==> src/rtl/snes_mem_pkg.sv <==
`default_nettype none

package snes_mem_pkg;

    // external memory side
    localparam int mem_addr_w  = 23;    // byte address
    localparam int word_w      = 16;
    localparam int byte_w      = word_w / 2;

    // cpu side
    localparam int wram_addr_w = 17;    // 128 KB of work ram
    localparam int rom_addr_w  = 24;    // bit 23 is not used

    // work ram sits at the top 128 KB of the memory
    localparam logic [mem_addr_w-wram_addr_w-1:0] wram_base_hi = 6'b111111;

    // credit counter width, enough for up to 15 credits
    localparam int credit_w = 4;

    // rom loader states
    typedef enum logic [1:0] {
        st_idle    = 2'd0,
        st_loading = 2'd1,
        st_loaded  = 2'd2
    } load_state_t;

endpackage

`default_nettype wire

==> src/rtl/load_ctrl.sv <==
`timescale 1ns/1ps
`default_nettype none

module load_ctrl
    import snes_mem_pkg::*;
(
    input  logic mclk,
    input  logic resetn,
    input  logic loading,
    input  logic has_credit,
    input  logic room_for_cycle,
    output logic load_start,
    output logic loader_ready,
    output logic enable
);

    load_state_t state;
    load_state_t state_nxt;
    logic        loading_q;
    logic        load_end;
    logic        ready_q;       // loader_ready last cycle, a write may still be in flight

    assign load_start = loading & ~loading_q;
    assign load_end   = ~loading & loading_q;

    always_comb begin
        state_nxt = state;
        case (state)
            st_idle: begin
                if (load_start)
                    state_nxt = st_loading;
            end
            st_loading: begin
                if (load_end)
                    state_nxt = st_loaded;
            end
            st_loaded: begin
                if (load_start)
                    state_nxt = st_loading;   // reload
            end
            default: state_nxt = st_idle;
        endcase
    end

    // with a single credit left only one loader write may be outstanding
    assign loader_ready = (state == st_loading) && has_credit
                          && (room_for_cycle || ~ready_q);

    always_ff @(posedge mclk) begin
        if (!resetn) begin
            state     <= st_idle;
            loading_q <= 1'b0;
            ready_q   <= 1'b0;
            enable    <= 1'b0;
        end else begin
            state     <= state_nxt;
            loading_q <= loading;
            ready_q   <= loader_ready;
            // drop enable on the same edge the state leaves loaded
            enable    <= (state == st_loaded) && room_for_cycle && ~load_start;
        end
    end

endmodule

`default_nettype wire

==> src/rtl/credit_counter.sv <==
`timescale 1ns/1ps
`default_nettype none

module credit_counter
    import snes_mem_pkg::*;
#(
    parameter int num_credits = 4
) (
    input  logic mclk,
    input  logic resetn,
    input  logic take,          // request issued this cycle
    input  logic give,          // memory finished one request
    output logic has_credit,
    output logic room_for_cycle
);

    localparam logic [credit_w-1:0] max_credits = credit_w'(num_credits);

    logic [credit_w-1:0] count;

    always_ff @(posedge mclk) begin
        if (!resetn) begin
            count <= max_credits;
        end else if (take && !give) begin
            if (count != '0)
                count <= count - 1'b1;
        end else if (give && !take) begin
            if (count < max_credits)      // saturate, never above the pool
                count <= count + 1'b1;
        end
        // take and give together leave the count as it is
    end

    assign has_credit     = (count != '0);
    assign room_for_cycle = (count >= credit_w'(2));   // enough for a full cpu cycle

endmodule

`default_nettype wire

==> src/rtl/mem_port_arbiter.sv <==
`timescale 1ns/1ps
`default_nettype none

module mem_port_arbiter
    import snes_mem_pkg::*;
(
    input  logic                   mclk,
    input  logic                   resetn,
    input  logic                   enable,
    input  logic                   load_start,
    input  logic                   loading,
    input  logic [byte_w-1:0]      loader_do,
    input  logic                   loader_do_valid,
    input  logic                   loader_ready,
    input  logic                   sysclkf_ce,
    input  logic                   sysclkr_ce,
    input  logic                   rom_ce_n,
    input  logic [rom_addr_w-1:0]  rom_addr,
    input  logic                   rom_word,
    input  logic                   wram_ce_n,
    input  logic                   wram_rd_n,
    input  logic                   wram_we_n,
    input  logic [wram_addr_w-1:0] wram_addr,
    input  logic [byte_w-1:0]      wram_d,
    input  logic [word_w-1:0]      mem_port0,
    input  logic [word_w-1:0]      mem_port1,
    output logic [mem_addr_w-1:0]  mem_addr,
    output logic [word_w-1:0]      mem_din,
    output logic [1:0]             mem_ds,
    output logic                   mem_port,
    output logic                   mem_rd,
    output logic                   mem_wr,
    output logic [word_w-1:0]      rom_q,
    output logic [byte_w-1:0]      wram_q
);

    logic                  f2;          // fall phase, delayed one cycle
    logic                  r2;          // rise phase, delayed one cycle
    logic [mem_addr_w-1:0] load_addr;
    logic                  load_accept;
    logic                  wram_rd;
    logic                  wram_wr;
    logic                  wram_req;
    logic                  rom_req;

    assign load_accept = loading && loader_do_valid && loader_ready;

    assign wram_rd  = ~wram_ce_n & ~wram_rd_n;
    assign wram_wr  = ~wram_ce_n & ~wram_we_n;
    assign wram_req = (wram_rd & f2) | (wram_wr & r2);  // reads on fall, writes on rise
    assign rom_req  = ~rom_ce_n & f2;

    // cpu phase strobes only count while the cpu is running
    always_ff @(posedge mclk) begin
        if (!resetn) begin
            f2 <= 1'b0;
            r2 <= 1'b0;
        end else begin
            f2 <= sysclkf_ce && enable;
            r2 <= sysclkr_ce && enable;
        end
    end

    // loader address, restarts with every load
    always_ff @(posedge mclk) begin
        if (!resetn)
            load_addr <= '0;
        else if (load_start)
            load_addr <= '0;
        else if (load_accept)
            load_addr <= load_addr + 1'b1;
    end

    // request strobes
    always_ff @(posedge mclk) begin
        if (!resetn) begin
            mem_rd <= 1'b0;
            mem_wr <= 1'b0;
        end else begin
            mem_rd <= 1'b0;
            mem_wr <= 1'b0;
            if (load_accept) begin
                mem_wr <= 1'b1;
            end else if (wram_req) begin
                mem_rd <= wram_rd & f2;
                mem_wr <= wram_wr & r2;
            end else if (rom_req) begin
                mem_rd <= 1'b1;
            end
        end
    end

    // request payload, same priority as the strobes
    always_ff @(posedge mclk) begin
        if (load_accept) begin
            mem_addr <= load_addr;
            mem_din  <= {loader_do, loader_do};
            mem_ds   <= {load_addr[0], ~load_addr[0]};
            mem_port <= 1'b0;
        end else if (wram_req) begin
            mem_addr <= {wram_base_hi, wram_addr};     // 7e/7f banks
            mem_din  <= {wram_d, wram_d};
            mem_ds   <= {wram_addr[0], ~wram_addr[0]};
            mem_port <= 1'b1;
        end else if (rom_req) begin
            mem_addr <= rom_addr[mem_addr_w-1:0];
            mem_ds   <= 2'b11;              // whole word
            mem_port <= 1'b0;
        end
    end

    // odd byte reads get the high byte in the low lane
    assign rom_q = (rom_word || ~rom_addr[0]) ? mem_port0
                 : {mem_port0[byte_w-1:0], mem_port0[word_w-1:byte_w]};

    assign wram_q = wram_addr[0] ? mem_port1[word_w-1:byte_w]
                                 : mem_port1[byte_w-1:0];

endmodule

`default_nettype wire

==> src/rtl/snes_mem_top.sv <==
`timescale 1ns/1ps
`default_nettype none

module snes_mem_top
    import snes_mem_pkg::*;
#(
    parameter int num_credits = 4
) (
    input  logic                   mclk,
    input  logic                   resetn,

    // rom loader byte stream
    input  logic                   loading,
    input  logic [byte_w-1:0]      loader_do,
    input  logic                   loader_do_valid,
    output logic                   loader_ready,

    // cpu
    input  logic                   sysclkf_ce,
    input  logic                   sysclkr_ce,
    input  logic                   rom_ce_n,
    input  logic [rom_addr_w-1:0]  rom_addr,
    input  logic                   rom_word,
    output logic [word_w-1:0]      rom_q,
    input  logic                   wram_ce_n,
    input  logic                   wram_rd_n,
    input  logic                   wram_we_n,
    input  logic [wram_addr_w-1:0] wram_addr,
    input  logic [byte_w-1:0]      wram_d,
    output logic [byte_w-1:0]      wram_q,
    output logic                   enable,

    // shared memory request port
    output logic [mem_addr_w-1:0]  mem_addr,
    output logic [word_w-1:0]      mem_din,
    output logic [1:0]             mem_ds,
    output logic                   mem_port,
    output logic                   mem_rd,
    output logic                   mem_wr,
    input  logic [word_w-1:0]      mem_port0,
    input  logic [word_w-1:0]      mem_port1,
    input  logic                   mem_credit
);

    logic has_credit;
    logic room_for_cycle;
    logic load_start;
    logic mem_take;

    assign mem_take = mem_rd | mem_wr;  // every request costs one credit

    load_ctrl u_load_ctrl (
        .mclk           (mclk),
        .resetn         (resetn),
        .loading        (loading),
        .has_credit     (has_credit),
        .room_for_cycle (room_for_cycle),
        .load_start     (load_start),
        .loader_ready   (loader_ready),
        .enable         (enable)
    );

    credit_counter #(
        .num_credits (num_credits)
    ) u_credit_counter (
        .mclk           (mclk),
        .resetn         (resetn),
        .take           (mem_take),
        .give           (mem_credit),
        .has_credit     (has_credit),
        .room_for_cycle (room_for_cycle)
    );

    mem_port_arbiter u_arbiter (
        .mclk            (mclk),
        .resetn          (resetn),
        .enable          (enable),
        .load_start      (load_start),
        .loading         (loading),
        .loader_do       (loader_do),
        .loader_do_valid (loader_do_valid),
        .loader_ready    (loader_ready),
        .sysclkf_ce      (sysclkf_ce),
        .sysclkr_ce      (sysclkr_ce),
        .rom_ce_n        (rom_ce_n),
        .rom_addr        (rom_addr),
        .rom_word        (rom_word),
        .wram_ce_n       (wram_ce_n),
        .wram_rd_n       (wram_rd_n),
        .wram_we_n       (wram_we_n),
        .wram_addr       (wram_addr),
        .wram_d          (wram_d),
        .mem_port0       (mem_port0),
        .mem_port1       (mem_port1),
        .mem_addr        (mem_addr),
        .mem_din         (mem_din),
        .mem_ds          (mem_ds),
        .mem_port        (mem_port),
        .mem_rd          (mem_rd),
        .mem_wr          (mem_wr),
        .rom_q           (rom_q),
        .wram_q          (wram_q)
    );

endmodule

`default_nettype wire

==> config.mk <==
export PLATFORM = sky130hd
export DESIGN_NAME = snes_mem_top
export DESIGN_NICKNAME = d
export VERILOG_FILES = /design/src/rtl/snes_mem_pkg.sv /design/src/rtl/load_ctrl.sv /design/src/rtl/credit_counter.sv /design/src/rtl/mem_port_arbiter.sv /design/src/rtl/snes_mem_top.sv
export SDC_FILE = /design/constraint.sdc
export NUM_CORES = 1
export LEC_CHECK = 0
export ABC_AREA = 1
export BUFFER_PORTS_ARGS = -buffer_cell sky130_fd_sc_hd__buf_2
export CAP_MARGIN = 25
export CORE_MARGIN = 2
export CORE_UTILIZATION = 47
export CTS_CLUSTER_DIAMETER = 80
export DETAILED_ROUTE_END_ITERATION = 10
export PLACE_DENSITY = 0.77
export SLEW_MARGIN = 20
export SYNTH_ARGS = -nofsm -noshare
export SYNTH_HDL_FRONTEND = slang
export SYNTH_SLANG_ARGS = --single-unit
==> constraint.sdc <==
create_clock -name mclk -period 2.75 [get_ports mclk]
set_input_delay 0.1375 -clock mclk [delete_from_list [all_inputs] [get_ports mclk]]
set_output_delay 0.1375 -clock mclk [all_outputs]
set_load 0.1 [all_outputs]
==> results_dict.tcl <==
set metrics [dict create \
    outcome "complete, no violations" \
    clockPowerShare_pct 29.1 \
    h-tree-depth 3 \
    setup_slack_ps 737 \
    ys_ff_latch 70 \
    cp_max_fo 20 \
    max_slew_margin_pct 47.7 \
    crit_path_start_kind "flop" \
    setup_viol 0 \
    critical_path.top_delay_family "simple AND/OR/NAND/NOR gates" \
    root_buffer "clkbuf_8" \
    timing.rr.start "u_arbiter.f2" \
    sequentialPowerShare_pct 47.0 \
    multi_input_area_um2 1650 \
    cts-hold-fix-buffers 0 \
    synthSimpleGateAreaFrac_pct 30.6 \
    vias_per_cell 4.97 \
    die_w_um 93.2 \
    synth_top_family_by_area "simple AND/OR/NAND/NOR gates" \
    critPathBufInv 2 \
    cap_violations 0 \
    place_hpwl_mm 7.76 \
    crit_top_cell "nand2_1" \
    drt-initial-drc-count 185 \
    synth_compound_area_share_pct 11.7 \
    syn_nets 609 \
    ctsLongestPathBuffers 2 \
    setup.worst_path.class "flop to flop" \
    cellPowerDensity_nw_per_um2 501 \
    finalSetupTns_ps 0 \
    first_pass_iters 5 \
    dieArea_um2 8690 \
    wl_mm 9.86 \
    post_cts_buffers 0 \
    num_vias 3838 \
    ys_types 36 \
    cp-end-kind "flop" \
    grt_max_degree 33 \
    port_buffers 169 \
    place_area_um2 4580 \
    antenna_found_initial 1 \
    place_congestion 0.926 \
    timing.fmax_mhz 497 \
    critPathLaunch "u_arbiter.f2" \
    fin_area_um2 4740 \
    cp.arrival_ps 2090 \
    row_count 32 \
    slew_viol_final 0 \
    drive_gt1_share_pct 30.2 \
    hold_path.startpoint "sysclkr_ce" \
    period_needed_ps 2010 \
    cpMaxStageDelayCell "inv_1" \
    initial_core_util_pct 48.4 \
    syn_to_final_growth_pct 26.9 \
    tightest_slew_ps 782 \
    min_path_type "primary input to flop" \
    timing.clock.skew_ps 9.04 \
    cts_sinks 70 \
    place_ws_ps 780 \
    cts_tree "yes" \
    clock_latency_ps 340 \
    grt_usage_pct 22.4 \
    wl_per_cell_um 12.8 \
    switching_share_pct 34.7 \
    ios 171 \
    fp.dieH_um 93.2 \
    rsz0062_at_grt "no" \
    synth_top_area_share_pct 26.5 \
    final_common_cell "buf_2" \
    crit_chain "nand2_1 -> nand2_1 -> buf_4 -> inv_1 -> nand2_2 -> nor2_1 -> a21oi_1" \
    clk_pin_slew_ps 70 \
    synth_edf_count 33 \
    final_cell_mix "buf_2, nand2_1, nor2_1, inv_1, dfxtp_1" \
    grt_remaining_overflow 0 \
    ys.flop_type "dfxtp_1" \
    core-area_um2 7730 \
    pwr-share-comb_pct 23.9 \
    synth_adder_area_share_pct 0.669 \
    synth_top_area_cell "edfxtp_1" \
    yosys-top-cells-area "edfxtp_1, dfxtp_1, nand2_1" \
    post-route-drc-count 0 \
    grt_pass1_vias 3383 \
    hold_violations 0 \
    syn_inst 506 \
    yosysWarnings 0 \
    ys_async_sr_fraction_pct 0 \
    muxShareOfSynthArea_pct 0 \
    regArea_um2 1730 \
    cts_resized 0 \
    max_stage_delay_ps 480 \
    grt_pass1_wl_mm 15.4 \
    finalCritPeriodShare_pct 73.2 \
    yosysSeqAreaShare_pct 46.3 \
    crit_required_ps 2820 \
    p_sw_uw 824 \
    syn_area_per_cell_um2 7.39 \
    synth_area_um2 3740 \
    final_antenna_net_count 0 \
    yosys.area_share.xor_xnor_pct 0.937 \
    fillCellCount 712 \
    nNetsFinal 767 \
    p_int_mw 1.55 \
    peakVddDrop_mv 0.282 \
    numCtsBuffers 9 \
    whs_ps 13.8 \
    p_leak_nw 2.26 \
]
worst min-delay path, stage by stage:
cell and delay [ps]:
buf_2 90, nand2_1 50, nor2_1 30
final cells by class:
class | instances | share of cell area, %
diodes | 1 | 0.0527
multi-input cells | 355 | 34.7
repair buffers | 172 | 18.3
clock buffers | 11 | 2.77
well taps | 102 | 2.69
flip-flops and latches | 70 | 36.5
inverters | 56 | 4.43
clock inverters | 5 | 0.580
final timing paths:
check                           endpoint  slack, ps  cells after the start
setup / recovery  u_arbiter.mem_addr[18]        740                      7
hold / removal              u_arbiter.r2         10                      3
setup reg to reg  u_arbiter.mem_addr[18]        740                      7
hold reg to reg             u_arbiter.r2        450                      2
stage by stage:
step	total power, mW	cells	util, %
6_report	2.38	772	61.4
5_1_grt	2.48	772	61.4
4_1_cts	2.39	771	61.4
3_5_place_dp	1.71	755	59.3
3_3_place_gp	1.70	755	59.3
2_1_floorplan	1.58	506	-
power by group through the flow:
stage	clock network (mW)	logic (mW)	registers, mW
6_report	0.692	0.568	1.12
5_1_grt	0.760	0.600	1.12
4_1_cts	0.704	0.570	1.12
2_1_floorplan	0	0.355	1.22
3_3_place_gp	0	0.564	1.14
3_5_place_dp	0	0.569	1.14
synth_stat cells (2+ instances only):
cell / n
edfxtp_1: 33
dfxtp_1: 37
nand4_1: 7
inv_2: 2
buf_4: 12
nand3_1: 26
ha_1: 2
o21bai_1: 3
nand3_2: 2
nor3_1: 3
buf_2: 5
inv_1: 52
o21ai_0: 21
clkbuf_1: 6
xnor2_1: 3
nand2_1: 155
clkinv_1: 2
nor2_4: 3
a21oi_1: 35
nor2_2: 4
a31oi_1: 16
nor2_1: 63
logic make-up after synthesis:
kind of cell | count (synthesis)
AO/OA/AOI/OAI | 80
XOR/XNOR | 4
adder cells (fa/ha/maj) | 2
AND/OR/NAND/NOR | 269
buffers and inverters | 81
flip-flops | 70
metal layers:
metal | GRT usage [%] | routed length [um]
met1 | 26.9 | 4020
met2 | 37.9 | 4750
met3 | 5.72 | 779
met4 | 10.2 | 316
met5 | 0 | 0
sequential cells by signal, indices dropped and copies added, names as in the netlist:
name and cells:
u_load_ctrl.loading_q 1, u_arbiter.mem_port 1, u_arbiter.mem_ds 2, u_arbiter.mem_wr 1
u_arbiter.mem_din 8, u_arbiter.f2 1, u_credit_counter.count 4, u_load_ctrl.ready_q 1
u_load_ctrl.enable 1, u_arbiter.r2 1, u_arbiter.mem_rd 1, u_arbiter.mem_addr 23
u_arbiter.load_addr 23, u_load_ctrl.state 2
(Power assumes the default switching activity.)
